File: config.mk
export PLATFORM = sky130hd
export DESIGN_NAME = dzcpu_top
export DESIGN_NICKNAME = d
export VERILOG_FILES = /design/src/dzcpu_pkg.sv /design/src/dzcpu_ucode_lut.sv /design/src/dzcpu_ucode_rom.sv /design/src/dzcpu_bus_if.sv /design/src/dzcpu_sequencer.sv /design/src/dzcpu_datapath.sv /design/src/dzcpu_top.sv
export VERILOG_INCLUDE_DIRS = /design/src
export SDC_FILE = /design/constraint.sdc
export NUM_CORES = 1
export LEC_CHECK = 0
export BUFFER_PORTS_ARGS = -buffer_cell sky130_fd_sc_hd__buf_2
export CAP_MARGIN = 15
export CORE_ASPECT_RATIO = 1.4
export CORE_MARGIN = 1
export CORE_UTILIZATION = 56
export CTS_CLUSTER_SIZE = 25
export DETAILED_ROUTE_END_ITERATION = 10
export GPL_TIMING_DRIVEN = 0
export PLACE_DENSITY = 0.74
export SLEW_MARGIN = 10
export SYNTH_ARGS = -nofsm -noshare
export SYNTH_HDL_FRONTEND = slang
export SYNTH_SLANG_ARGS = --single-unit
export TNS_END_PERCENT = 5
File: constraint.sdc
create_clock -name Clock -period 16 [get_ports Clock]
set_input_delay 2.4 -clock Clock [delete_from_list [all_inputs] [get_ports Clock]]
set_output_delay 2.4 -clock Clock [all_outputs]
set_load 0.05 [all_outputs]
File: src/dzcpu_defines.svh
`ifndef DZCPU_DEFINES_SVH
`define DZCPU_DEFINES_SVH

// Address of the first opcode after reset
`define DZ_PC_RESET 16'h0000

//////////////////////////////////////////////////
// Micro-op field widths
//////////////////////////////////////////////////
`define DZ_UPC_W 8
`define DZ_SEQ_W 4
`define DZ_CMD_W 4
`define DZ_OPND_W 5

//////////////////////////////////////////////////
// Kept opcodes, Game Boy encodings
//////////////////////////////////////////////////
`define OP_NOP     8'h00
`define OP_LDB_N   8'h06
`define OP_LDC_N   8'h0E
`define OP_LDD_N   8'h16
`define OP_LDE_N   8'h1E
`define OP_LDH_N   8'h26
`define OP_LDL_N   8'h2E
`define OP_LDA_N   8'h3E
`define OP_LDHL_NN 8'h21
`define OP_INC_B   8'h04
`define OP_INC_C   8'h0C
`define OP_INC_D   8'h14
`define OP_INC_E   8'h1C
`define OP_INC_H   8'h24
`define OP_INC_L   8'h2C
`define OP_INC_A   8'h3C
`define OP_DEC_B   8'h05
`define OP_DEC_C   8'h0D
`define OP_DEC_D   8'h15
`define OP_DEC_E   8'h1D
`define OP_DEC_H   8'h25
`define OP_DEC_L   8'h2D
`define OP_DEC_A   8'h3D
`define OP_ADD_A_A 8'h87
`define OP_ADD_A_B 8'h80
`define OP_SUB_B   8'h90
`define OP_CP_N    8'hFE
`define OP_LD_HL_A 8'h77
`define OP_LD_HLI_A 8'h22
`define OP_JR_N    8'h18
`define OP_JR_NZ   8'h20
`define OP_JR_Z    8'h28

`endif

File: src/dzcpu_pkg.sv
`include "dzcpu_defines.svh"

package dzcpu_pkg;

	//////////////////////////////////////////////////
	// Micro-op fields
	//////////////////////////////////////////////////

	// Sequencing field, what happens after this micro-op
	typedef enum logic [`DZ_SEQ_W-1:0] {
		seqOp, seqInc, seqEof, seqIncEof, seqIncEofZ, seqIncEofNz,
		seqEofFu, seqIncEofFu, seqUpdateFlags
	} seqCmd_t;

	// Operation field
	typedef enum logic [`DZ_CMD_W-1:0] {
		cmdNop, cmdSma, cmdSmw, cmdSrm, cmdInc16, cmdDec16,
		cmdSx16r, cmdSrx16, cmdAddx16, cmdSubx16, cmdSpc
	} uopCmd_t;

	// Operand field; A to L double as register file index
	typedef enum logic [`DZ_OPND_W-1:0] {
		regA, regB, regC, regD, regE, regH, regL,
		regHl, regDe, regPc, regX8, regX16, regNull
	} operand_t;

	typedef struct packed {
		seqCmd_t  seq;
		uopCmd_t  cmd;
		operand_t operand;
	} uop_t;

	// Idle micro-op, also the value of unused ROM slots
	localparam uop_t uopIdle = '{seq: seqOp, cmd: cmdNop, operand: regNull};

	//////////////////////////////////////////////////
	// Memory bus payloads
	//////////////////////////////////////////////////
	typedef struct packed {
		logic [15:0] addr;
	} memReq_t;

	typedef struct packed {
		logic [15:0] addr;
		logic [7:0]  data;
	} memWrite_t;

	typedef struct packed {
		logic [7:0] data;
	} memRead_t;

	// Unconditional end of flow
	function automatic logic isEof(seqCmd_t seq);
		return seq inside {seqEof, seqIncEof, seqEofFu, seqIncEofFu};
	endfunction

	// Codes that step the PC
	function automatic logic incsPc(seqCmd_t seq);
		return seq inside {seqInc, seqIncEof, seqIncEofZ, seqIncEofNz, seqIncEofFu};
	endfunction

endpackage

File: src/dzcpu_ucode_lut.sv
`timescale 1ns/10ps
`include "dzcpu_defines.svh"

module dzcpu_ucode_lut
(
	input  logic [7:0] opcode,
	output logic [7:0] flowStart
);

	// Opcode to first ROM address of its flow
	always_comb
	begin
		case (opcode)
			`OP_LDB_N:    flowStart = 8'd1;
			`OP_LDC_N:    flowStart = 8'd4;
			`OP_LDD_N:    flowStart = 8'd7;
			`OP_LDE_N:    flowStart = 8'd10;
			`OP_LDH_N:    flowStart = 8'd13;
			`OP_LDL_N:    flowStart = 8'd16;
			`OP_LDA_N:    flowStart = 8'd19;
			`OP_LDHL_NN:  flowStart = 8'd22;
			`OP_INC_B:    flowStart = 8'd27;
			`OP_INC_C:    flowStart = 8'd28;
			`OP_INC_D:    flowStart = 8'd29;
			`OP_INC_E:    flowStart = 8'd30;
			`OP_INC_H:    flowStart = 8'd31;
			`OP_INC_L:    flowStart = 8'd32;
			`OP_INC_A:    flowStart = 8'd33;
			`OP_DEC_B:    flowStart = 8'd34;
			`OP_DEC_C:    flowStart = 8'd35;
			`OP_DEC_D:    flowStart = 8'd36;
			`OP_DEC_E:    flowStart = 8'd37;
			`OP_DEC_H:    flowStart = 8'd38;
			`OP_DEC_L:    flowStart = 8'd39;
			`OP_DEC_A:    flowStart = 8'd40;
			`OP_ADD_A_A:  flowStart = 8'd41;
			`OP_ADD_A_B:  flowStart = 8'd44;
			`OP_SUB_B:    flowStart = 8'd47;
			`OP_CP_N:     flowStart = 8'd50;
			`OP_LD_HL_A:  flowStart = 8'd55;
			`OP_LD_HLI_A: flowStart = 8'd57;
			`OP_JR_N:     flowStart = 8'd60;
			`OP_JR_NZ:    flowStart = 8'd66;
			`OP_JR_Z:     flowStart = 8'd72;
			// NOP and anything unknown
			default:      flowStart = 8'd0;
		endcase
	end

endmodule

File: src/dzcpu_ucode_rom.sv
`timescale 1ns/10ps
`include "dzcpu_defines.svh"

module dzcpu_ucode_rom
	import dzcpu_pkg::*;
(
	input  logic [`DZ_UPC_W-1:0] upc,
	output uop_t                 uop
);

	// Flow table; PC sits on the opcode when a flow starts
	function automatic uop_t romLookup(logic [`DZ_UPC_W-1:0] addr);
		case (addr)
			// NOP
			0:  return '{seqIncEof, cmdNop, regNull};
			// LD B,n: step past opcode, address the literal, read it
			1:  return '{seqInc, cmdNop, regNull};
			2:  return '{seqOp, cmdSma, regPc};
			3:  return '{seqIncEof, cmdSrm, regB};
			// LD C,n
			4:  return '{seqInc, cmdNop, regNull};
			5:  return '{seqOp, cmdSma, regPc};
			6:  return '{seqIncEof, cmdSrm, regC};
			// LD D,n
			7:  return '{seqInc, cmdNop, regNull};
			8:  return '{seqOp, cmdSma, regPc};
			9:  return '{seqIncEof, cmdSrm, regD};
			// LD E,n
			10: return '{seqInc, cmdNop, regNull};
			11: return '{seqOp, cmdSma, regPc};
			12: return '{seqIncEof, cmdSrm, regE};
			// LD H,n
			13: return '{seqInc, cmdNop, regNull};
			14: return '{seqOp, cmdSma, regPc};
			15: return '{seqIncEof, cmdSrm, regH};
			// LD L,n
			16: return '{seqInc, cmdNop, regNull};
			17: return '{seqOp, cmdSma, regPc};
			18: return '{seqIncEof, cmdSrm, regL};
			// LD A,n
			19: return '{seqInc, cmdNop, regNull};
			20: return '{seqOp, cmdSma, regPc};
			21: return '{seqIncEof, cmdSrm, regA};
			// LD HL,nn, low byte first
			22: return '{seqInc, cmdNop, regNull};
			23: return '{seqOp, cmdSma, regPc};
			24: return '{seqInc, cmdSrm, regL};
			25: return '{seqOp, cmdSma, regPc};
			26: return '{seqIncEof, cmdSrm, regH};
			// INC r
			27: return '{seqIncEofFu, cmdInc16, regB};
			28: return '{seqIncEofFu, cmdInc16, regC};
			29: return '{seqIncEofFu, cmdInc16, regD};
			30: return '{seqIncEofFu, cmdInc16, regE};
			31: return '{seqIncEofFu, cmdInc16, regH};
			32: return '{seqIncEofFu, cmdInc16, regL};
			33: return '{seqIncEofFu, cmdInc16, regA};
			// DEC r
			34: return '{seqIncEofFu, cmdDec16, regB};
			35: return '{seqIncEofFu, cmdDec16, regC};
			36: return '{seqIncEofFu, cmdDec16, regD};
			37: return '{seqIncEofFu, cmdDec16, regE};
			38: return '{seqIncEofFu, cmdDec16, regH};
			39: return '{seqIncEofFu, cmdDec16, regL};
			40: return '{seqIncEofFu, cmdDec16, regA};
			// ADD A,A through x16
			41: return '{seqOp, cmdSx16r, regA};
			42: return '{seqUpdateFlags, cmdAddx16, regA};
			43: return '{seqIncEof, cmdSrx16, regA};
			// ADD A,B
			44: return '{seqOp, cmdSx16r, regA};
			45: return '{seqUpdateFlags, cmdAddx16, regB};
			46: return '{seqIncEof, cmdSrx16, regA};
			// SUB B
			47: return '{seqOp, cmdSx16r, regA};
			48: return '{seqUpdateFlags, cmdSubx16, regB};
			49: return '{seqIncEof, cmdSrx16, regA};
			// CP n, result stays in x16 and A is untouched
			50: return '{seqInc, cmdNop, regNull};
			51: return '{seqOp, cmdSma, regPc};
			52: return '{seqInc, cmdSrm, regX8};
			53: return '{seqOp, cmdSx16r, regA};
			54: return '{seqEofFu, cmdSubx16, regX8};
			// LD (HL),A
			55: return '{seqOp, cmdSma, regHl};
			56: return '{seqIncEof, cmdSmw, regA};
			// LD (HL+),A, pair step keeps flags
			57: return '{seqOp, cmdSma, regHl};
			58: return '{seqOp, cmdSmw, regA};
			59: return '{seqIncEof, cmdInc16, regHl};
			// JR n, offset relative to the next opcode
			60: return '{seqInc, cmdNop, regNull};
			61: return '{seqOp, cmdSma, regPc};
			62: return '{seqInc, cmdSrm, regX8};
			63: return '{seqOp, cmdSx16r, regPc};
			64: return '{seqOp, cmdAddx16, regX8};
			65: return '{seqEof, cmdSpc, regX16};
			// JR NZ,n, falls through when Z is set
			66: return '{seqInc, cmdNop, regNull};
			67: return '{seqOp, cmdSma, regPc};
			68: return '{seqIncEofZ, cmdSrm, regX8};
			69: return '{seqOp, cmdSx16r, regPc};
			70: return '{seqOp, cmdAddx16, regX8};
			71: return '{seqEof, cmdSpc, regX16};
			// JR Z,n
			72: return '{seqInc, cmdNop, regNull};
			73: return '{seqOp, cmdSma, regPc};
			74: return '{seqIncEofNz, cmdSrm, regX8};
			75: return '{seqOp, cmdSx16r, regPc};
			76: return '{seqOp, cmdAddx16, regX8};
			77: return '{seqEof, cmdSpc, regX16};
			default: return uopIdle;
		endcase
	endfunction

	always_comb
	begin
		uop = romLookup(upc);
	end

	// Every populated slot must reach an end code within 12 steps
	initial
	begin : flowCheck
		int steps;
		logic [`DZ_UPC_W-1:0] addr;
		for (int s = 0; s < (1 << `DZ_UPC_W); s++)
		begin
			if (romLookup(s[`DZ_UPC_W-1:0]) != uopIdle)
			begin
				steps = 0;
				addr = s[`DZ_UPC_W-1:0];
				while (!isEof(romLookup(addr).seq) && steps < 12)
				begin
					addr = addr + 1'b1;
					steps++;
				end
				assert (steps < 12)
				else $error("ucode flow at %0d runs past 12 steps", s);
			end
		end
	end

endmodule

File: src/dzcpu_bus_if.sv
`timescale 1ns/10ps
`include "dzcpu_defines.svh"

module dzcpu_bus_if
	import dzcpu_pkg::*;
(
	input  logic        Clock,
	input  logic        reset,
	input  uop_t        curUop,
	input  logic        fetchPending,
	input  logic [15:0] addrValue,
	input  logic [15:0] branchTarget,
	input  logic [7:0]  writeData,
	input  logic        readValid,
	input  memRead_t    readData,
	output logic        readStrobe,
	output memReq_t     readReq,
	output logic        writeStrobe,
	output memWrite_t   write,
	output logic [15:0] pc,
	output logic        fetchDone,
	output logic [7:0]  memData
);

	logic [15:0] mar;
	logic        rdOutstanding;
	// Outstanding read is an opcode fetch
	logic        fetchRead;
	logic        srmNow;
	logic        uopDone;

	//////////////////////////////////////////////////
	// Strobes and returned data
	//////////////////////////////////////////////////
	always_comb
	begin
		srmNow = (curUop.cmd == cmdSrm);
		// srm holds until its data shows up
		uopDone = !(srmNow && !readValid);
		readStrobe = !rdOutstanding && (fetchPending || srmNow);
		// Opcode reads use PC, operand reads the MAR
		readReq.addr = fetchPending ? pc : mar;
		fetchDone = readValid && fetchRead;
		memData = readData.data;
		writeStrobe = (curUop.cmd == cmdSmw);
		write.addr = mar;
		write.data = writeData;
	end

	always_ff @(posedge Clock)
	begin
		if (reset)
		begin
			pc <= `DZ_PC_RESET;
			rdOutstanding <= 1'b0;
			fetchRead <= 1'b0;
		end
		else
		begin
			if (readStrobe)
			begin
				rdOutstanding <= 1'b1;
				fetchRead <= fetchPending;
			end
			else if (readValid)
			begin
				rdOutstanding <= 1'b0;
			end
			// PC moves only when the micro-op completes
			if (uopDone)
			begin
				if (curUop.cmd == cmdSpc)
					pc <= branchTarget;
				else if (incsPc(curUop.seq))
					pc <= pc + 16'd1;
			end
		end
	end

	// Memory address register
	always_ff @(posedge Clock)
	begin
		if (curUop.cmd == cmdSma)
			mar <= addrValue;
	end

	// Issuer of an outstanding read holds until its answer
	assert property (@(posedge Clock) disable iff (reset)
		rdOutstanding |-> (fetchRead ? fetchPending : srmNow));

endmodule

File: src/dzcpu_sequencer.sv
`timescale 1ns/10ps
`include "dzcpu_defines.svh"

module dzcpu_sequencer
	import dzcpu_pkg::*;
(
	input  logic     Clock,
	input  logic     reset,
	input  memRead_t readData,
	input  logic     fetchDone,
	input  logic     readValid,
	input  logic     zeroFlag,
	output uop_t     curUop,
	output logic     stall,
	output logic     fetchPending
);

	logic [7:0]           opcode;
	logic [7:0]           flowStart;
	// Offset inside the current flow
	logic [`DZ_UPC_W-1:0] step;
	logic [`DZ_UPC_W-1:0] upc;
	uop_t                 romUop;
	logic                 started;
	logic                 active;
	logic                 endNow;

	dzcpu_ucode_lut lut
	(
		.opcode    (opcode),
		.flowStart (flowStart)
	);

	dzcpu_ucode_rom rom
	(
		.upc (upc),
		.uop (romUop)
	);

	//////////////////////////////////////////////////
	// Micro-op issue
	//////////////////////////////////////////////////
	always_comb
	begin
		upc = flowStart + step;
		active = started && !fetchPending;
		// Idle while an opcode is on its way
		curUop = active ? romUop : uopIdle;
		stall = active && (romUop.cmd == cmdSrm) && !readValid;
		endNow = active && !stall &&
			(isEof(romUop.seq) ||
			(romUop.seq == seqIncEofZ && zeroFlag) ||
			(romUop.seq == seqIncEofNz && !zeroFlag));
	end

	always_ff @(posedge Clock)
	begin
		if (reset)
		begin
			started <= 1'b0;
			fetchPending <= 1'b0;
			step <= '0;
			opcode <= `OP_NOP;
		end
		else
		begin
			started <= 1'b1;
			if (!started)
				fetchPending <= 1'b1;
			else if (fetchDone)
			begin
				// New flow starts at offset zero
				opcode <= readData.data;
				step <= '0;
				fetchPending <= 1'b0;
			end
			else if (endNow)
				fetchPending <= 1'b1;
			else if (active && !stall)
				step <= step + 1'b1;
		end
	end

	// Read data releases the stall for good, flows never chain two srm
	assert property (@(posedge Clock) disable iff (reset)
		(active && romUop.cmd == cmdSrm && readValid) |=> !stall);

endmodule

File: src/dzcpu_datapath.sv
`timescale 1ns/10ps

module dzcpu_datapath
	import dzcpu_pkg::*;
(
	input  logic        Clock,
	input  logic        reset,
	input  uop_t        curUop,
	input  logic        stall,
	input  logic [15:0] pc,
	input  logic [7:0]  memData,
	input  logic        readValid,
	output logic [15:0] addrValue,
	output logic [15:0] branchTarget,
	output logic [7:0]  writeData,
	output logic        zeroFlag
);

	// A, B, C, D, E, H, L in operand order
	logic [7:0]  regFile [7];
	logic [7:0]  x8;
	logic [15:0] x16;
	logic        zFlag;
	operand_t    opnd;
	logic        isReg8;
	logic        isPair;
	logic [7:0]  value8;
	logic [15:0] value16;
	logic [15:0] aluResult;
	logic [15:0] wbValue;
	logic        flagUpdate;

	//////////////////////////////////////////////////
	// Operand select
	//////////////////////////////////////////////////
	always_comb
	begin
		opnd = curUop.operand;
		isReg8 = (opnd <= regL);
		isPair = (opnd == regHl) || (opnd == regDe);
		if (isReg8)
			value8 = regFile[opnd[2:0]];
		else if (opnd == regX8)
			value8 = x8;
		else
			value8 = 8'h00;
	end

	always_comb
	begin
		case (opnd)
			regHl:   value16 = {regFile[5], regFile[6]};
			regDe:   value16 = {regFile[3], regFile[4]};
			regPc:   value16 = pc;
			regX16:  value16 = x16;
			default: value16 = {8'h00, value8};
		endcase
	end

	//////////////////////////////////////////////////
	// ALU
	//////////////////////////////////////////////////
	always_comb
	begin
		case (curUop.cmd)
			cmdInc16:  aluResult = value16 + 16'd1;
			cmdDec16:  aluResult = value16 - 16'd1;
			// x8 is the signed jump offset
			cmdAddx16: aluResult = x16 + ((opnd == regX8) ?
				{{8{x8[7]}}, x8} : {8'h00, value8});
			cmdSubx16: aluResult = x16 - {8'h00, value8};
			default:   aluResult = value16;
		endcase
		wbValue = (curUop.cmd == cmdSrx16) ? x16 : aluResult;
		// Pair steps leave flags alone
		flagUpdate = !stall && !isPair &&
			(curUop.seq inside {seqUpdateFlags, seqEofFu, seqIncEofFu});
		addrValue = value16;
		branchTarget = x16;
		writeData = value8;
		zeroFlag = zFlag;
	end

	// Register file and scratch registers
	always_ff @(posedge Clock)
	begin
		if (curUop.cmd == cmdSrm)
		begin
			if (readValid && isReg8)
				regFile[opnd[2:0]] <= memData;
			else if (readValid && opnd == regX8)
				x8 <= memData;
		end
		else if (!stall)
		begin
			case (curUop.cmd)
				cmdInc16, cmdDec16, cmdSrx16:
				begin
					if (isReg8)
						regFile[opnd[2:0]] <= wbValue[7:0];
					else if (opnd == regHl)
						{regFile[5], regFile[6]} <= wbValue;
					else if (opnd == regDe)
						{regFile[3], regFile[4]} <= wbValue;
				end
				cmdSx16r:             x16 <= value16;
				cmdAddx16, cmdSubx16: x16 <= aluResult;
				default:              x16 <= x16;
			endcase
		end
	end

	// Z from the 8-bit result
	always_ff @(posedge Clock)
	begin
		if (reset)
			zFlag <= 1'b0;
		else if (flagUpdate)
			zFlag <= (aluResult[7:0] == 8'h00);
	end

	// Flag codes only ride on ALU micro-ops
	assert property (@(posedge Clock) disable iff (reset)
		(curUop.seq inside {seqUpdateFlags, seqEofFu, seqIncEofFu}) |->
			(curUop.cmd inside {cmdInc16, cmdDec16, cmdAddx16, cmdSubx16}));

endmodule

File: src/dzcpu_top.sv
`timescale 1ns/10ps

module dzcpu_top
	import dzcpu_pkg::*;
(
	input  logic      Clock,
	input  logic      reset,
	output logic      readStrobe,
	output memReq_t   readReq,
	input  logic      readValid,
	input  memRead_t  readData,
	output logic      writeStrobe,
	output memWrite_t write
);

	uop_t        curUop;
	logic        stall;
	logic        fetchPending;
	logic        fetchDone;
	logic        zeroFlag;
	logic [15:0] pc;
	logic [15:0] addrValue;
	logic [15:0] branchTarget;
	logic [7:0]  writeData;
	logic [7:0]  memData;

	// Input side, memory bus and PC
	dzcpu_bus_if busIf
	(
		.Clock        (Clock),
		.reset        (reset),
		.curUop       (curUop),
		.fetchPending (fetchPending),
		.addrValue    (addrValue),
		.branchTarget (branchTarget),
		.writeData    (writeData),
		.readValid    (readValid),
		.readData     (readData),
		.readStrobe   (readStrobe),
		.readReq      (readReq),
		.writeStrobe  (writeStrobe),
		.write        (write),
		.pc           (pc),
		.fetchDone    (fetchDone),
		.memData      (memData)
	);

	// Flow control with LUT and ROM
	dzcpu_sequencer sequencer
	(
		.Clock        (Clock),
		.reset        (reset),
		.readData     (readData),
		.fetchDone    (fetchDone),
		.readValid    (readValid),
		.zeroFlag     (zeroFlag),
		.curUop       (curUop),
		.stall        (stall),
		.fetchPending (fetchPending)
	);

	dzcpu_datapath datapath
	(
		.Clock        (Clock),
		.reset        (reset),
		.curUop       (curUop),
		.stall        (stall),
		.pc           (pc),
		.memData      (memData),
		.readValid    (readValid),
		.addrValue    (addrValue),
		.branchTarget (branchTarget),
		.writeData    (writeData),
		.zeroFlag     (zeroFlag)
	);

endmodule

---- Word level (Yosys, flattened, before mapping) ----
Memory sizes are Yosys's and may differ from the RTL's.
Index checks and enable logic that the tools add are counted.
word-level totals
  flip-flop bits (word level) ............. 133
  memory bits (read-only) ................. 1536
  output and inout port bits .............. 42
  logic and storage cells ................. 184
  memories kept ........................... 1
cells by class
  add/subtract/negate cells ............... 7
  $lt $le $gt $ge ......................... 3
  equality and inequality tests ........... 65
  muxes and demuxes ....................... 38
  bitwise logic cells ..................... 5
  reductions and logical operators ........ 47
memories
  memory           words  width  read ports  clocked after Yosys merged registers in  wr ports  line                   text
  (no name shown)  128    12     1           0                                        0         dzcpu_ucode_rom.sv:13  case (addr)
operators by type and width
  operator                                                                count
  56-bit 2-to-1 mux                                                       4
  7-bit case mux with 31 select lines                                     1
  16-bit 2-to-1 mux                                                       8
  16-bit case mux with 4 select lines                                     2
  56-bit bitwise mux                                                      2
  8-bit by 6-bit equality test with 1-bit output (second input constant)  13
  8-bit 2-to-1 mux                                                        8
  8-bit by 5-bit equality test with 1-bit output (second input constant)  7
  4-bit by 3-bit equality test with 1-bit output (second input constant)  12
  16-bit by 1-bit adder with 16-bit output (second input constant)        2
  8-bit equality test (second input constant)                             4
  32-bit 2-to-1 mux                                                       1
  16-bit case mux with 2 select lines                                     1
  13-bit 2-to-1 mux                                                       2
  8-bit binary-select mux with 3-bit select                               1
  8-bit demux with 3-bit select                                           1
  4-bit by 2-bit equality test with 1-bit output (second input constant)  6
  8-bit by 3-bit equality test with 1-bit output (second input constant)  3
  8-bit by 4-bit equality test with 1-bit output (second input constant)  3
  24-bit 2-to-1 mux                                                       1
  5-bit by 4-bit equality test with 1-bit output (second input constant)  4
  16-bit adder                                                            1
  4-bit equality test (second input constant)                             4
  16-bit by 1-bit subtractor with 16-bit output (second input constant)   1
  30 further kinds                                                        73

---- Depth between registers and ports, before layout ----
Gate-level depths: netlist (run 1).
An unclocked memory read counts as a cell.
  depth after elaboration ................. 21
  mapped depth ............................ 42
  mapped depth without buffers ............ 38

---- Hierarchy ----
Synthesis (run 1) repeated with hierarchy kept, for this count alone.
second synthesis, totals
  cells, all modules ...................... 1462
  area, all modules ....................... 12340.6 um^2
modules (own cells, without submodules)
  module           instances  cells an instance  area each (um^2)
  dzcpu_datapath   1          787                7174.4
  dzcpu_bus_if     1          213                1951.9
  dzcpu_ucode_rom  1          212                1340.0
  dzcpu_sequencer  1          148                1201.2
  dzcpu_ucode_lut  1          102                673.1

---- Worst setup path after synthesis (run 1) ----
Ideal clock, no wire load.
  kind .................................... register to register
  start point ............................. register sequencer.opcode[5]
  end point ............................... register datapath.regFile[30] (netlist name) (data pin)
  library setup time ...................... 0.264 ns
  data arrival time ....................... 8.646 ns
  setup slack ............................. 7.090 ns
  stages on the path, launching flop included .. 38
  buffers on the path ..................... 4
  clock period less this slack ............ 8.910 ns
  cells stage by stage .................... dfxtp_1 -> clkbuf_1 -> clkbuf_1 -> xnor2_1 -> nor4_1 -> nor3_1 -> nand3_1 -> ha_1 -> fa_1 -> inv_1 -> ha_1 -> clkbuf_1 -> nand2_1 -> o32ai_1 -> o2bb2ai_1 -> o22a_1 -> a22oi_2 -> clkbuf_1 -> [2 not listed] -> o31ai_2 -> inv_1 -> ha_1 -> o21ai_0 -> fa_1 -> a21o_1 -> a21oi_1 -> o21bai_1 -> a21oi_1 -> o21bai_1 -> a41o_1 -> and4_1 -> o31a_1 -> o311ai_0 -> o211ai_1 -> o221ai_1 -> a21boi_0 -> o22ai_1
RTL lines
  element                          line                   text
  from (decl)                      dzcpu_sequencer.sv:18  logic [7:0] opcode;
  from (signal assigned)           dzcpu_sequencer.sv:63  opcode <= `OP_NOP;
  from (signal assigned)           dzcpu_sequencer.sv:73  opcode <= readData.data;
  to (signal, indexed assignment)  dzcpu_datapath.sv:90   regFile[opnd[2:0]] <= memData;
  to (signal, indexed assignment)  dzcpu_datapath.sv:100  regFile[opnd[2:0]] <= wbValue[7:0];
  to (decl)                        dzcpu_datapath.sv:20   logic [7:0] regFile [7];

---- Final worst setup path (run 1) ----
  start point ............................. register sequencer.opcode[3]
  end point ............................... register datapath.regFile[14] (netlist name) (data pin)
on the way
  cells in the longest elaborated chain, start to end .. 20
  elaborated cells on any way between the ends .. 75
  classes of those cells .................. add/sub: 5; order compare: 3; eq/ne: 42; mux: 22; bitwise: 1; reduce/logical: 1; memory: 1
RTL lines
  element                                                                 line                                                               text
  8-bit by 6-bit equality test with 1-bit output (tied with other cells)  dzcpu_ucode_lut.sv:13                                              case (opcode)
  7-bit case mux with 31 select lines *                                   dzcpu_ucode_lut.sv:13
  7-bit by 8-bit adder with 8-bit output *                                dzcpu_sequencer.sv:45                                              upc = flowStart + step;
  memory 128 x 12 bit                                                     -
  13-bit 2-to-1 mux *                                                     dzcpu_ucode_rom.sv:13
  13-bit 2-to-1 mux *                                                     dzcpu_sequencer.sv:48                                              curUop = active ? romUop : uopIdle;
  3-bit NOT with 4-bit output (not written as such)                       dzcpu_datapath.sv:42, dzcpu_datapath.sv:90, dzcpu_datapath.sv:100
  8-bit binary-select mux with 3-bit select                               dzcpu_datapath.sv:42                                               value8 = regFile[opnd[2:0]];
  [4 not listed]                                                          -
  16-bit by 1-bit subtractor with 16-bit output (tied with other cells)   dzcpu_datapath.sv:67                                               cmdDec16: aluResult = value16 - 16'd1;
  16-bit case mux with 4 select lines                                     dzcpu_datapath.sv:65                                               case (curUop.cmd)
  16-bit 2-to-1 mux                                                       dzcpu_datapath.sv:74                                               wbValue = (curUop.cmd == cmdSrx16) ? x16 : aluResult;
  16-bit 2-to-1 mux / 56-bit bitwise mux (equally long branches)          dzcpu_datapath.sv:101, dzcpu_datapath.sv:100
  32-bit 2-to-1 mux                                                       dzcpu_datapath.sv:99                                               if (isReg8)
  56-bit 2-to-1 mux                                                       dzcpu_datapath.sv:96                                               case (curUop.cmd)
  56-bit 2-to-1 mux                                                       dzcpu_datapath.sv:94                                               else if (!stall)
  56-bit 2-to-1 mux *                                                     dzcpu_datapath.sv:87                                               if (curUop.cmd == cmdSrm)
Mark *: on every way between the ends. The rest lies on a longest branch, timed or not. The select of a mux whose other input is x is not followed.
A chain may end at the register's enable or synchronous reset.

==> results of run 1 <==
## per-stage QoR
stage                     instance area [sq um]   power, W  utilization, %  instances  setup slack (ns)
after floorplan                           12130  0.0005687               -       1471             7.090
after global placement                    12720  0.0006434           59.97       1783             5.357
after detailed placement                  12720  0.0006453           59.99       1783             5.248
after CTS                                 13270   0.001018           62.60       1815             5.210
after global routing                      13280   0.001058           62.64       1818             3.910
final                                     13280   0.001036           62.64       1818             4.265
## cell usage after synthesis (all sizes together), types with 7 or more instances
master,instances
a2111oi,7
a211o,9
a211oi,29
a21boi,9
a21o,26
a21oi,103
a221o,9
a221oi,11
a22o,14
a22oi,29
a31oi,21
a32oi,9
and2,12
and3,24
buf,49
clkbuf,47
dfxtp,37
edfxtp,96
ha,53
inv,38
mux2,18
mux2i,11
nand2,177
nand2b,16
nand3,61
nand4,12
nor2,135
nor2b,17
nor3,26
nor3b,12
nor4,17
o2111ai,8
o211ai,23
o21a,12
o21ai,107
o21bai,9
o221ai,7
o22ai,12
o31ai,14
xnor2,27
xor2,20
## per-layer routing
layer	wire length [microns]	global-route usage, %
met5	0	0
met4	5923	44.93
met3	5122	11.61
met2	22960	73.71
met1	17300	50.19
## flip-flops by register name (all words and copies together), names as in the netlist
signal	cells
busIf.rdOutstanding	1
sequencer.step	8
busIf.pc	16
sequencer.fetchPending	1
busIf.fetchRead	1
busIf.mar	16
datapath.zeroFlag	1
sequencer.started	1
sequencer.opcode	8
datapath.branchTarget	16
datapath.x8	8
datapath.regFile	56
## critical path, delay by kind of cell (launching register included)
family / cells / cell delay, ns
buf+inv: 5 / 2.01
flops: 1 / 0.34
fa+ha+maj: 5 / 1.99
simple gates: 7 / 1.52
compound gates: 20 / 5.60
## cell families after synthesis
kind of cell,share of synthesized area (%)
buffers and inverters,5.116
AND/OR/NAND/NOR,21.16
adder cells (fa/ha/maj),5.962
multiplexers,2.610
XOR/XNOR,3.641
AO/OA/AOI/OAI,31.65
flip-flops,29.87
## placed cells by master, fill, tap and decap left out, types with 12 or more instances in the layout
cell	count
o21a_1	12
nor2_1	134
xnor2_1	27
mux2_2	18
inv_1	37
a21oi_1	101
buf_4	14
a22o_1	14
nor4_1	17
ha_1	53
nand2_1	177
a22oi_1	27
a21o_1	26
nand4_1	12
o31ai_1	12
edfxtp_1	96
and3_1	24
clkbuf_16	17
nor3b_1	12
dfxtp_1	37
clkbuf_1	47
nor3_1	23
buf_2	77
nor2b_1	16
nand2b_1	16
o21ai_0	100
nand3_1	60
o211ai_1	19
a211oi_1	26
a31oi_1	18
xor2_1	19
## report_power, final
group	switching [W]	leakage, nW	internal (W)
combinational	0.000191	3.57	0.0000836
sequential	0.00000564	1.14	0.000374
clock	0.000167	0.276	0.000215
## final cells by class
| type | instances | share of cell area (%) |
|---|---|---|
| multi-input cells | 1204 | 59.42 |
| repair buffers | 52 | 1.959 |
| flip-flops and latches | 133 | 27.28 |
| clock inverters | 14 | 0.9326 |
| diodes | 3 | 0.05652 |
| clock buffers | 18 | 3.231 |
| plain buffers | 96 | 3.599 |
| well taps | 260 | 2.449 |
| inverters | 38 | 1.074 |
## final timing paths
kind	end	cells past startpoint
max	datapath.regFile[14]$_DFFE_PP_	37
min	busIf.fetchRead$_SDFFE_PP0P_	2
max reg2reg	datapath.regFile[14]$_DFFE_PP_	37
min reg2reg	busIf.fetchRead$_SDFFE_PP0P_	2
==> key figures, run 1 <==
Run status
  – Status: finished, final reports clean

Clock tree
  – Post-CTS Setup Bufs: 0
  – Post-CTS resize count: 0
  – Clock sinks: 133
  – CTS buffer count: 17
  – Clk buf depth: 2
  – Htree depth: 4
  – CTS tree: done
  – CTS Root Buffer Type: clkbuf_16
  – Worst skew pair latency: 0.46 ns
  – Clock transition at the registers of the reported paths: 0.06 ns
  – Hold_buf cts: 0

Critical path
  – Slowest stage cell, crit path: a41oi_1
  – CP required: approximately 16 ns
  – Worst path max stage delay: 0.90 ns
  – CP Data Arrival Time: ~12 ns
  – WS Path Type: reg2reg
  – Crit path from: sequencer.opcode[3]$_SDFFE_PP0P_
  – FF-to-FF Start: sequencer.opcode[3]$_SDFFE_PP0P_
  – Critical path launch point type: flip-flop
  – R2R Setup Slk: 4.26 ns
  – Critical Path Sink Type: flip-flop
  – Crit path max fanout: 12

Synth
  – Yosys top cell area share: 23.76%
  – Post-synth top area cell: edfxtp_1
  – Yosys reg bits: 133
  – Post-synth ARST share: 0%
  – Cells after Synth: 1,471
  – Post-synthesis sequential area ratio: 29.87%
  – Primary FF master, synth: edfxtp_1
  – Mapped Nets: 1,538
  – Synth cell types: 105
  – Post-Syn Area: 12,130 sq um
  – Syn_area_per_cell: between 8 and 9 sq um
  – Number of synthesized flops with an enable pin: 96
  – Ys Warns: 0
  – Top post-synthesis cells by area: edfxtp_1, dfxtp_1, nand2_1

GRT
  – Largest net degree at the start of global routing: 17
  – Antenna violations before repair: 4
  – Vias in the first global route: between 10,000 and 15,000
  – Total Routing Usage GR: 46.40%
  – First-pass GRT wire length: 76,000 microns
  – Grt ovf: 0

Flow run
  – Max_cap viols: 0

Finish
  – Number of fill cells: approximately 2,000
  – Multi-input gate area: a little under 8000 sq um
  – Ratio of cells with drive above 1 in the final layout: 12.35%
  – Reg area: 3623 sq um
  – P&R area growth vs syn: 9.490%
  – Layout Nets: 1,609

Power and ir drop
  – Peak supply drop: 70.87 uV
  – Leak Pwr: about 5 nW
  – PwrDens: 77.97 nW/um^2

STA
  – RSZ-0062 raised after global routing: false
  – Fin. Hold Viols: 0
  – Max-slew headroom: under 10%
  – Crit path time final: 11.74 ns
  – Setup TNS: 0 ns
  – Clk_skew: 0.01216 ns
  – Worst hold slack: just over 0.5 ns
  – Fin crit share: 73.34%
  – Number of slew-limit violations in the final report: 0
  – Worst Tran Pin Value: 1.359 ns
  – Final setup fails: 0
  – Achievable frequency: 85.22 MHz

Placed design
  – Port bufs: 52
  – Final GP Congestion: 1.074
  – HPWL Detailed: between 30,000 and 40,000 microns

Detailed routing
  – Post-Route WL: a little over 50,000 microns
  – Initial DRC count: about 1,700
  – Drt via density: 7.367
  – DR pass1 iterations: 6
  – Remaining antenna violation count after routing: 0
  – # DRC: 0
  – Via count: approximately 13,000
  – WL/cell: around 28 microns

Floorplanning
  – Die Width: 126.4 microns
  – Starting Density: between 50 and 60%
  – Die H: 176.1 microns
  – Die Footprint: 22,260 sq um
  – Num ports: between 50 and 60
  – Core area: 21,200 sq um
  – Num rows: 63

Worst hold path
  – HP Class: reg2reg
  – HP Start: busIf.fetchRead$_SDFFE_PP0P_
Power figures use the tool's default switching activity.
==> inputs of run 2 (changes only) <==
--- a/config.mk
+++ b/config.mk
@@ -14,7 +14,7 @@
 export CTS_CLUSTER_SIZE = 25
 export DETAILED_ROUTE_END_ITERATION = 10
 export GPL_TIMING_DRIVEN = 0
-export PLACE_DENSITY = 0.74
+export PLACE_DENSITY = 0.76
 export SLEW_MARGIN = 10
 export SYNTH_ARGS = -nofsm -noshare
 export SYNTH_HDL_FRONTEND = slang
==> constraint.sdc (replaced) <==
create_clock -name Clock -period 10.4 [get_ports Clock]
set_input_delay 1.56 -clock Clock [delete_from_list [all_inputs] [get_ports Clock]]
set_output_delay 1.56 -clock Clock [all_outputs]
set_load 0.05 [all_outputs]
==> run 2 against run 1 <==
  * Worst hold slack improved by 0.0087 ns
  * Core utilization rose by 0.59 points
  * Critical endpoint unchanged
  * Critical path type unchanged
  * First-iteration DRC count rose by 0.18%
  * Largest power group unchanged
  * Setup slack got worse by 3.9 ns
  * Via count fell by 0.16%
  * Clock power rose by 55%
  * Clock skew fell by 0.0014 ns
==> key figures, run 2 (synthesized netlist as in run 1, its figures left out) <==
Run status
  – Status: finished, final reports clean

Critical path
  – CP Depth: 36 (-2.7%)
  – FF-to-FF Start: sequencer.opcode[1]$_SDFFE_PP0P_
  – WS Path Type: reg2reg
  – Most used cell, CP: ha_1
  – R2R cell count: 36 (-2.7%)
  – CP required: 10.58 ns (-5.62 ns)
  – R2R Setup Slk: 0.41 ns (-3.86 ns)
  – CP delay by family, top: compound AO/OA/AOI/OAI gates
  – Buf+Inv Stages, Crit Path: 6 (+1)
  – RR Endpoint: datapath.regFile[14]$_DFFE_PP_
  – CP Data Arrival Time: 10.17 ns (-1.76 ns)
  – Critical Path Sink Type: flip-flop
  – Critical path launch point type: flip-flop
  – Crit path from: sequencer.opcode[1]$_SDFFE_PP0P_
  – Worst path max stage delay: 0.79 ns (-0.11 ns)
  – CP Capture Point: datapath.regFile[14]$_DFFE_PP_
  – Crit path max fanout: 12 (unchanged)
  – Slowest stage cell, crit path: fa_2

Clock tree
  – Clock sinks: 133 (unchanged)
  – Worst skew pair latency: 0.44 ns (-0.02 ns)
  – CTS tree: done
  – CTS Root Buffer Type: clkbuf_16
  – Htree depth: 4 (unchanged)
  – Clock transition at the registers of the reported paths: 0.06 ns (about the same)
  – Clk buf depth: 2 (unchanged)
  – Hold_buf cts: 0 (unchanged)
  – CTS buffer count: 17 (unchanged)

Power and ir drop
  – Leak Pwr: 5.052 nW (+1.3%)
  – Switching Share: 33.58% (-1.5 points)
  – PwrDens: 119.4 nW/um^2 (+53%)
  – P_int: 0.001064 W (+58%)
  – Reg power frac: 36.5% (about the same)
  – Peak supply drop: 100.5 uV (+42%)
  – Switching power: 0.0005378 W (+48%)
  – Clock power share: 37.0% (about the same)
  – Combinational share of power: 26.5% (about the same)

GRT
  – Grt ovf: 0 (unchanged)
  – First-pass GRT wire length: 76,970 microns (+1.3%)
  – Largest net degree at the start of global routing: 17 (unchanged)
  – Total Routing Usage GR: 46.82% (+0.42 points)
  – Antenna violations before repair: 3 (-1)
  – Vias in the first global route: 12,850 (+0.64%)

Floorplanning
  – Num ports: 53 (unchanged)
  – Die Footprint: 22,260 sq um (unchanged)
  – Die H: 176.1 microns (unchanged)
  – Core area: 21,200 sq um (unchanged)
  – Die Width: 126.4 microns (unchanged)
  – Starting Density: 57.21% (unchanged)
  – Num rows: 63 (unchanged)

Detailed routing
  – Post-Route WL: 51,640 microns (+0.64%)
  – Initial DRC count: 1,658 (+0.18%)
  – WL/cell: 28.33 microns (+0.37%)
  – Via count: 13,370 (-0.16%)
  – DR pass1 iterations: 6 (unchanged)
  – Remaining antenna violation count after routing: 0 (unchanged)
  – # DRC: 0 (unchanged)
  – Drt via density: 7.335 (-0.44%)

Placed design
  – Placed cell count: 1,783 (unchanged)
  – Port bufs: 52 (unchanged)
  – Final GP Congestion: 1.040 (-3.2%)
  – HPWL Detailed: 39,670 microns (+1.5%)

Finish
  – Number of fill cells: 1,924 (-1.7%)
  – Reg area: 3623 sq um (unchanged)
  – Commonest non-fill, non-tap cell in the layout: nand2_1
  – Final Non-Filler Cells: 1,823 (+0.28%)
  – Fin util: 63.23% (+0.59 points)
  – Commonest cells after routing, fill and taps aside: nand2_1, nor2_1, a21oi_1, o21ai_0, edfxtp_1
  – Multi-input gate area: 7945 sq um (+0.68%)
  – Ratio of cells with drive above 1 in the final layout: 13.72% (+1.4 points)
  – P&R area growth vs syn: 10.52%
  – Largest register FFs: 56 (unchanged)
  – Layout Nets: 1,614 (+0.31%)

Worst hold path
  – HP Class: reg2reg
  – Hold depth: 1 (-1)

Flow run
  – Max_cap viols: 0 (unchanged)

STA
  – Final setup fails: 0 (unchanged)
  – Max-slew headroom: 18.49% (+10 points)
  – Worst hold slack: 0.5169 ns (+0.008675 ns)
  – Number of slew-limit violations in the final report: 0 (unchanged)
  – Crit path time final: 9.992 ns (-1.743 ns)
  – Achievable frequency: 100.1 MHz (+17%)
  – Fin. Hold Viols: 0 (unchanged)
  – Worst Tran Pin Value: 1.210 ns (-0.1494 ns)
  – Fin crit share: 96.08% (+23 points)
  – Clk_skew: 0.01074 ns (-0.001423 ns)
## run 2: worst min path at each step
| stage | start | endpoint | slack [ns] |
|---|---|---|---|
| global route | sequencer.started$_DFF_P_ | sequencer.fetchPending$_SDFFE_PP0P_ | 0.52 |
| detailed placement | sequencer.started$_DFF_P_ | sequencer.fetchPending$_SDFFE_PP0P_ | 0.49 |
| CTS | sequencer.started$_DFF_P_ | sequencer.fetchPending$_SDFFE_PP0P_ | 0.51 |
| finish | sequencer.started$_DFF_P_ | sequencer.fetchPending$_SDFFE_PP0P_ | 0.52 |
| global placement | sequencer.started$_DFF_P_ | sequencer.fetchPending$_SDFFE_PP0P_ | 0.48 |
| floorplan | sequencer.started$_DFF_P_ | sequencer.fetchPending$_SDFFE_PP0P_ | 0.45 |
## run 2: cell type report
type	instances	area share [%]
Clock inverter	7	0.5133
Antenna cell	3	0.05600
Buffer	95	3.630
Inverter	38	1.092
Clock buffer	25	3.714
Tap cell	260	2.427
Sequential cell	133	27.03
Multi-Input combinational cell	1204	59.26
Timing Repair Buffer	58	2.277
## run 2: power groups by stage
| stage | combinational (W) | clock (W) | sequential [W] |
|---|---|---|---|
| 5_1_grt | 0.000446 | 0.000607 | 0.000584 |
| 3_5_place_dp | 0.000401 | 0 | 0.000594 |
| 3_3_place_gp | 0.000399 | 0 | 0.000594 |
| 2_1_floorplan | 0.000276 | 0 | 0.000599 |
| 6_report | 0.000425 | 0.000593 | 0.000584 |
| 4_1_cts | 0.000405 | 0.000586 | 0.000583 |
## run 2: metrics by stage
step | power (W) | instance area, sq um | setup TNS, ns | worst slack, ns
2_1_floorplan | 0.0008750 | 12130 | 0 | 1.490
3_3_place_gp | 0.0009926 | 12720 | -1.800 | -0.4913
3_5_place_dp | 0.0009953 | 12720 | -1.920 | -0.4922
4_1_cts | 0.001574 | 13320 | 0 | 0.2175
5_1_grt | 0.001637 | 13410 | -0.01394 | -0.01394
6_report | 0.001601 | 13410 | 0 | 0.4082
## run 2: metal layers
layer  GRT usage, %  vias up  wire length, microns
li1               -     5782                     -
met1          49.84     6276                 17110
met2          75.94      969                 23780
met4          45.78        0                  5785
met3          10.67      345                  4968
met5              0        -                     0
## run 2: timing repair
| action | CTS | global route |
|---|---|---|
| gates resized for setup | 7 | 22 |
| buffers inserted | 0 | 5 |
| setup endpoints to repair | 8 | 10 |
| pin swaps | 0 | 1 |
==> inputs of run 3 (changes only) <==
--- a/config.mk
+++ b/config.mk
@@ -8,13 +8,16 @@
 export LEC_CHECK = 0
 export BUFFER_PORTS_ARGS = -buffer_cell sky130_fd_sc_hd__buf_2
 export CAP_MARGIN = 15
+export CELL_PAD_IN_SITES_DETAIL_PLACEMENT = 1
+export CELL_PAD_IN_SITES_GLOBAL_PLACEMENT = 2
 export CORE_ASPECT_RATIO = 1.4
 export CORE_MARGIN = 1
-export CORE_UTILIZATION = 56
+export CORE_UTILIZATION = 35
+export CTS_CLUSTER_DIAMETER = 60
 export CTS_CLUSTER_SIZE = 25
 export DETAILED_ROUTE_END_ITERATION = 10
 export GPL_TIMING_DRIVEN = 0
-export PLACE_DENSITY = 0.76
+export PLACE_DENSITY_LB_ADDON = 0.1
 export SLEW_MARGIN = 10
 export SYNTH_ARGS = -nofsm -noshare
 export SYNTH_HDL_FRONTEND = slang
==> run 3 against run 2 <==
  * Core utilization decreased by 23 points
  * Global-route usage down 13 points
  * Critical path type unchanged
  * Register-to-register slack got worse by 0.02 ns
  * Clock power grew 5.6%
  * First-iteration DRC count decreased by 46%
  * Setup slack lost 0.015 ns
  * Critical path depth increased by 1
  * Highest routed layer unchanged
  * Sequential power about the same
  * Design area is 2.5% higher
  * Largest power group unchanged
  * Worst hold slack gained 0.0017 ns
==> key figures, run 3 (synthesized netlist as in run 1, its figures left out) <==
Detailed routing
  – WL/cell: 29.82 microns (+5.3%)
  – Initial DRC count: 893 (-46%)
  – Post-Route WL: 59,970 microns (+16%)
  – Via count: 12,880 (-3.7%)
  – Remaining antenna violation count after routing: 0 (unchanged)
  – Drt via density: 6.405 (-13%)
  – DR pass1 iterations: 5 (-1)
  – # DRC: 0 (unchanged)

Finish
  – Layout Nets: 1,614 (unchanged)
  – P&R area growth vs syn: 13.26%
  – Cell area after layout: 13,740 sq um (+2.5%)
  – Commonest non-fill, non-tap cell in the layout: nand2_1
  – Commonest cells after routing, fill and taps aside: nand2_1, nor2_1, o21ai_0, a21oi_1, edfxtp_1
  – Largest register FFs: 56 (unchanged)
  – Diodes inserted: 0 (-3)
  – Ratio of cells with drive above 1 in the final layout: 14.87% (+1.2 points)
  – Fin util: 40.25% (-23 points)

STA
  – Number of slew-limit violations in the final report: 0 (unchanged)
  – Fin crit share: 96.22% (+0.15 points)
  – Fin. Hold Viols: 0 (unchanged)
  – Clk_skew: 0.01453 ns (+0.003791 ns)
  – Crit path time final: 10.01 ns (+0.01539 ns)
  – Worst Tran Pin Value: 1.218 ns (+0.007856 ns)
  – Final setup fails: 0 (unchanged)
  – Setup TNS: 0 ns (unchanged)
  – RSZ-0062 raised after global routing: false
  – Achievable frequency: 99.93 MHz (-0.15%)
  – Max-slew headroom: 17.96% (-0.53 points)

Clock tree
  – Clk buf depth: 2 (unchanged)
  – CTS Root Buffer Type: clkbuf_16
  – Clock transition at the registers of the reported paths: 0.07 ns (about the same)
  – Hold_buf cts: 0 (unchanged)
  – Clock sinks: 133 (unchanged)
  – CTS buffer count: 17 (unchanged)
  – Htree depth: 4 (unchanged)
  – Worst skew pair latency: 0.46 ns (+0.02 ns)
  – CTS tree: done

Power and ir drop
  – P_int: 0.001049 W (-1.4%)
  – Peak supply drop: 103.8 uV (+3.3%)
  – Clock power share: 37.9% (+0.9 points)
  – Switching power: 0.0006037 W (+12%)
  – Reg power frac: 35.4% (-1.1 points)
  – Leak Pwr: 5.103 nW (+1.0%)
  – Switching Share: 36.54% (+3.0 points)
  – Combinational share of power: 26.8% (+0.3 points)
  – PwrDens: 120.3 nW/um^2 (+0.68%)

Placed design
  – Post-DP Area: 12,970 sq um (+2.0%)
  – Final GP Congestion: 0.9509 (-8.6%)
  – HPWL Detailed: 47,330 microns (+19%)
  – Port bufs: 52 (unchanged)

Floorplanning
  – Num ports: 53 (unchanged)
  – Starting Density: 35.54% (-22 points)
  – Die H: 222.3 microns (+26%)
  – Num rows: 80 (+27%)
  – Core area: 34,130 sq um (+61%)
  – Die Width: 159.3 microns (+26%)
  – Die Footprint: 35,420 sq um (+59%)

Critical path
  – Critical Path Sink Type: flip-flop
  – Worst path max stage delay: 0.50 ns (-0.29 ns)
  – CP Data Arrival Time: 10.18 ns (about the same)
  – Slowest stage cell, crit path: ha_1
  – CP delay by family, top: compound AO/OA/AOI/OAI gates
  – WS Path Type: reg2reg
  – Critical path launch point type: flip-flop
  – Buf+Inv Stages, Crit Path: 7 (+1)
  – CP required: 10.57 ns (about the same)
  – CP Depth: 37 (+2.8%)
  – Most used cell, CP: a21o_1
  – R2R cell count: 37 (+2.8%)
  – Crit path max fanout: 10 (-2)

GRT
  – Largest net degree at the start of global routing: 17 (unchanged)
  – First-pass GRT wire length: 88,240 microns (+15%)
  – Vias in the first global route: 13,290 (+3.4%)
  – Grt ovf: 0 (unchanged)
  – Total Routing Usage GR: 33.84% (-13 points)
  – Antenna violations before repair: 3 (unchanged)

Run status
  – Status: finished, final reports clean

Worst hold path
  – HP Class: reg2reg
  – Hold depth: 2 (+1)

Flow run
  – Max_cap viols: 0 (unchanged)
run 3: cell count changes in the layout (fill, tap and decap cells not counted), sizes merged:
cell | before | now
inv | 39 | 44
buf | 106 | 109
diode | 3 | 0
clkinv | 3 | 6
clkbuf | 72 | 61
run 3: final timing paths:
check | start | to | slack, ns
min reg2reg | busIf.fetchRead$_SDFFE_PP0P_ | busIf.fetchRead$_SDFFE_PP0P_ | 0.52
min | busIf.fetchRead$_SDFFE_PP0P_ | busIf.fetchRead$_SDFFE_PP0P_ | 0.52
max reg2reg | sequencer.opcode[6]$_SDFFE_PP0P_ | datapath.regFile[15]$_DFFE_PP_ | 0.39
max | sequencer.opcode[6]$_SDFFE_PP0P_ | datapath.regFile[15]$_DFFE_PP_ | 0.39
run 3: routing by layer:
| metal | vias up | GRT usage [%] | part of all wire [%] |
|---|---|---|---|
| met5 | - | 0 | 0 |
| li1 | 5777 | - | - |
| met4 | 0 | 25.28 | 8.2 |
| met2 | 536 | 59.63 | 50 |
| met3 | 217 | 4.107 | 4.9 |
| met1 | 6351 | 37.23 | 37 |
run 3: stage by stage:
stage,cells,hold slack [ns],power [W],setup slack [ns]
2_1_floorplan,1471,0.4509,0.0008750,1.490
3_3_place_gp,1974,0.4857,0.001020,-1.324
3_5_place_dp,1976,0.5044,0.001022,-1.337
4_1_cts,2011,0.5190,0.001644,0.009694
5_1_grt,2011,0.5608,0.001699,0.02963
6_report,2011,0.5186,0.001652,0.3928
run 3: worst register-to-register path, delay by kind of cell (launching register included):
| kind | cells | cell delay [ns] |
|---|---|---|
| buffers and inverters | 7 | 1.74 |
| AND/OR/NAND/NOR | 7 | 1.55 |
| AO/OA/AOI/OAI | 18 | 4.44 |
| XOR/XNOR | 1 | 0.16 |
| adder cells (fa/ha/maj) | 4 | 1.55 |
| flip-flops | 1 | 0.30 |
run 3: final cells by class:
class	instances	area (sq um)
Timing Repair Buffer	60	330.3
Tap cell	451	564.3
Inverter	38	146.4
Fill cell	4114	20390
Sequential cell	133	3625
Buffer	93	484.2
Multi-Input combinational cell	1204	7998
Clock buffer	17	425.4
Clock inverter	15	166.4
run 3: power by group through the flow:
stage          sequential, W  clock, W  combinational (W)
2_1_floorplan       0.000599         0           0.000276
3_3_place_gp        0.000595         0           0.000425
3_5_place_dp        0.000595         0           0.000427
4_1_cts             0.000583  0.000629           0.000432
5_1_grt             0.000585  0.000644           0.000470
6_report            0.000584  0.000626           0.000442
run 3: repair_timing:
action / in CTS / in global routing
setup endpoints to repair: 43 / 13
buffers inserted: 3 / 3
pin swaps: 1 / 2
gates resized for setup: 21 / 19
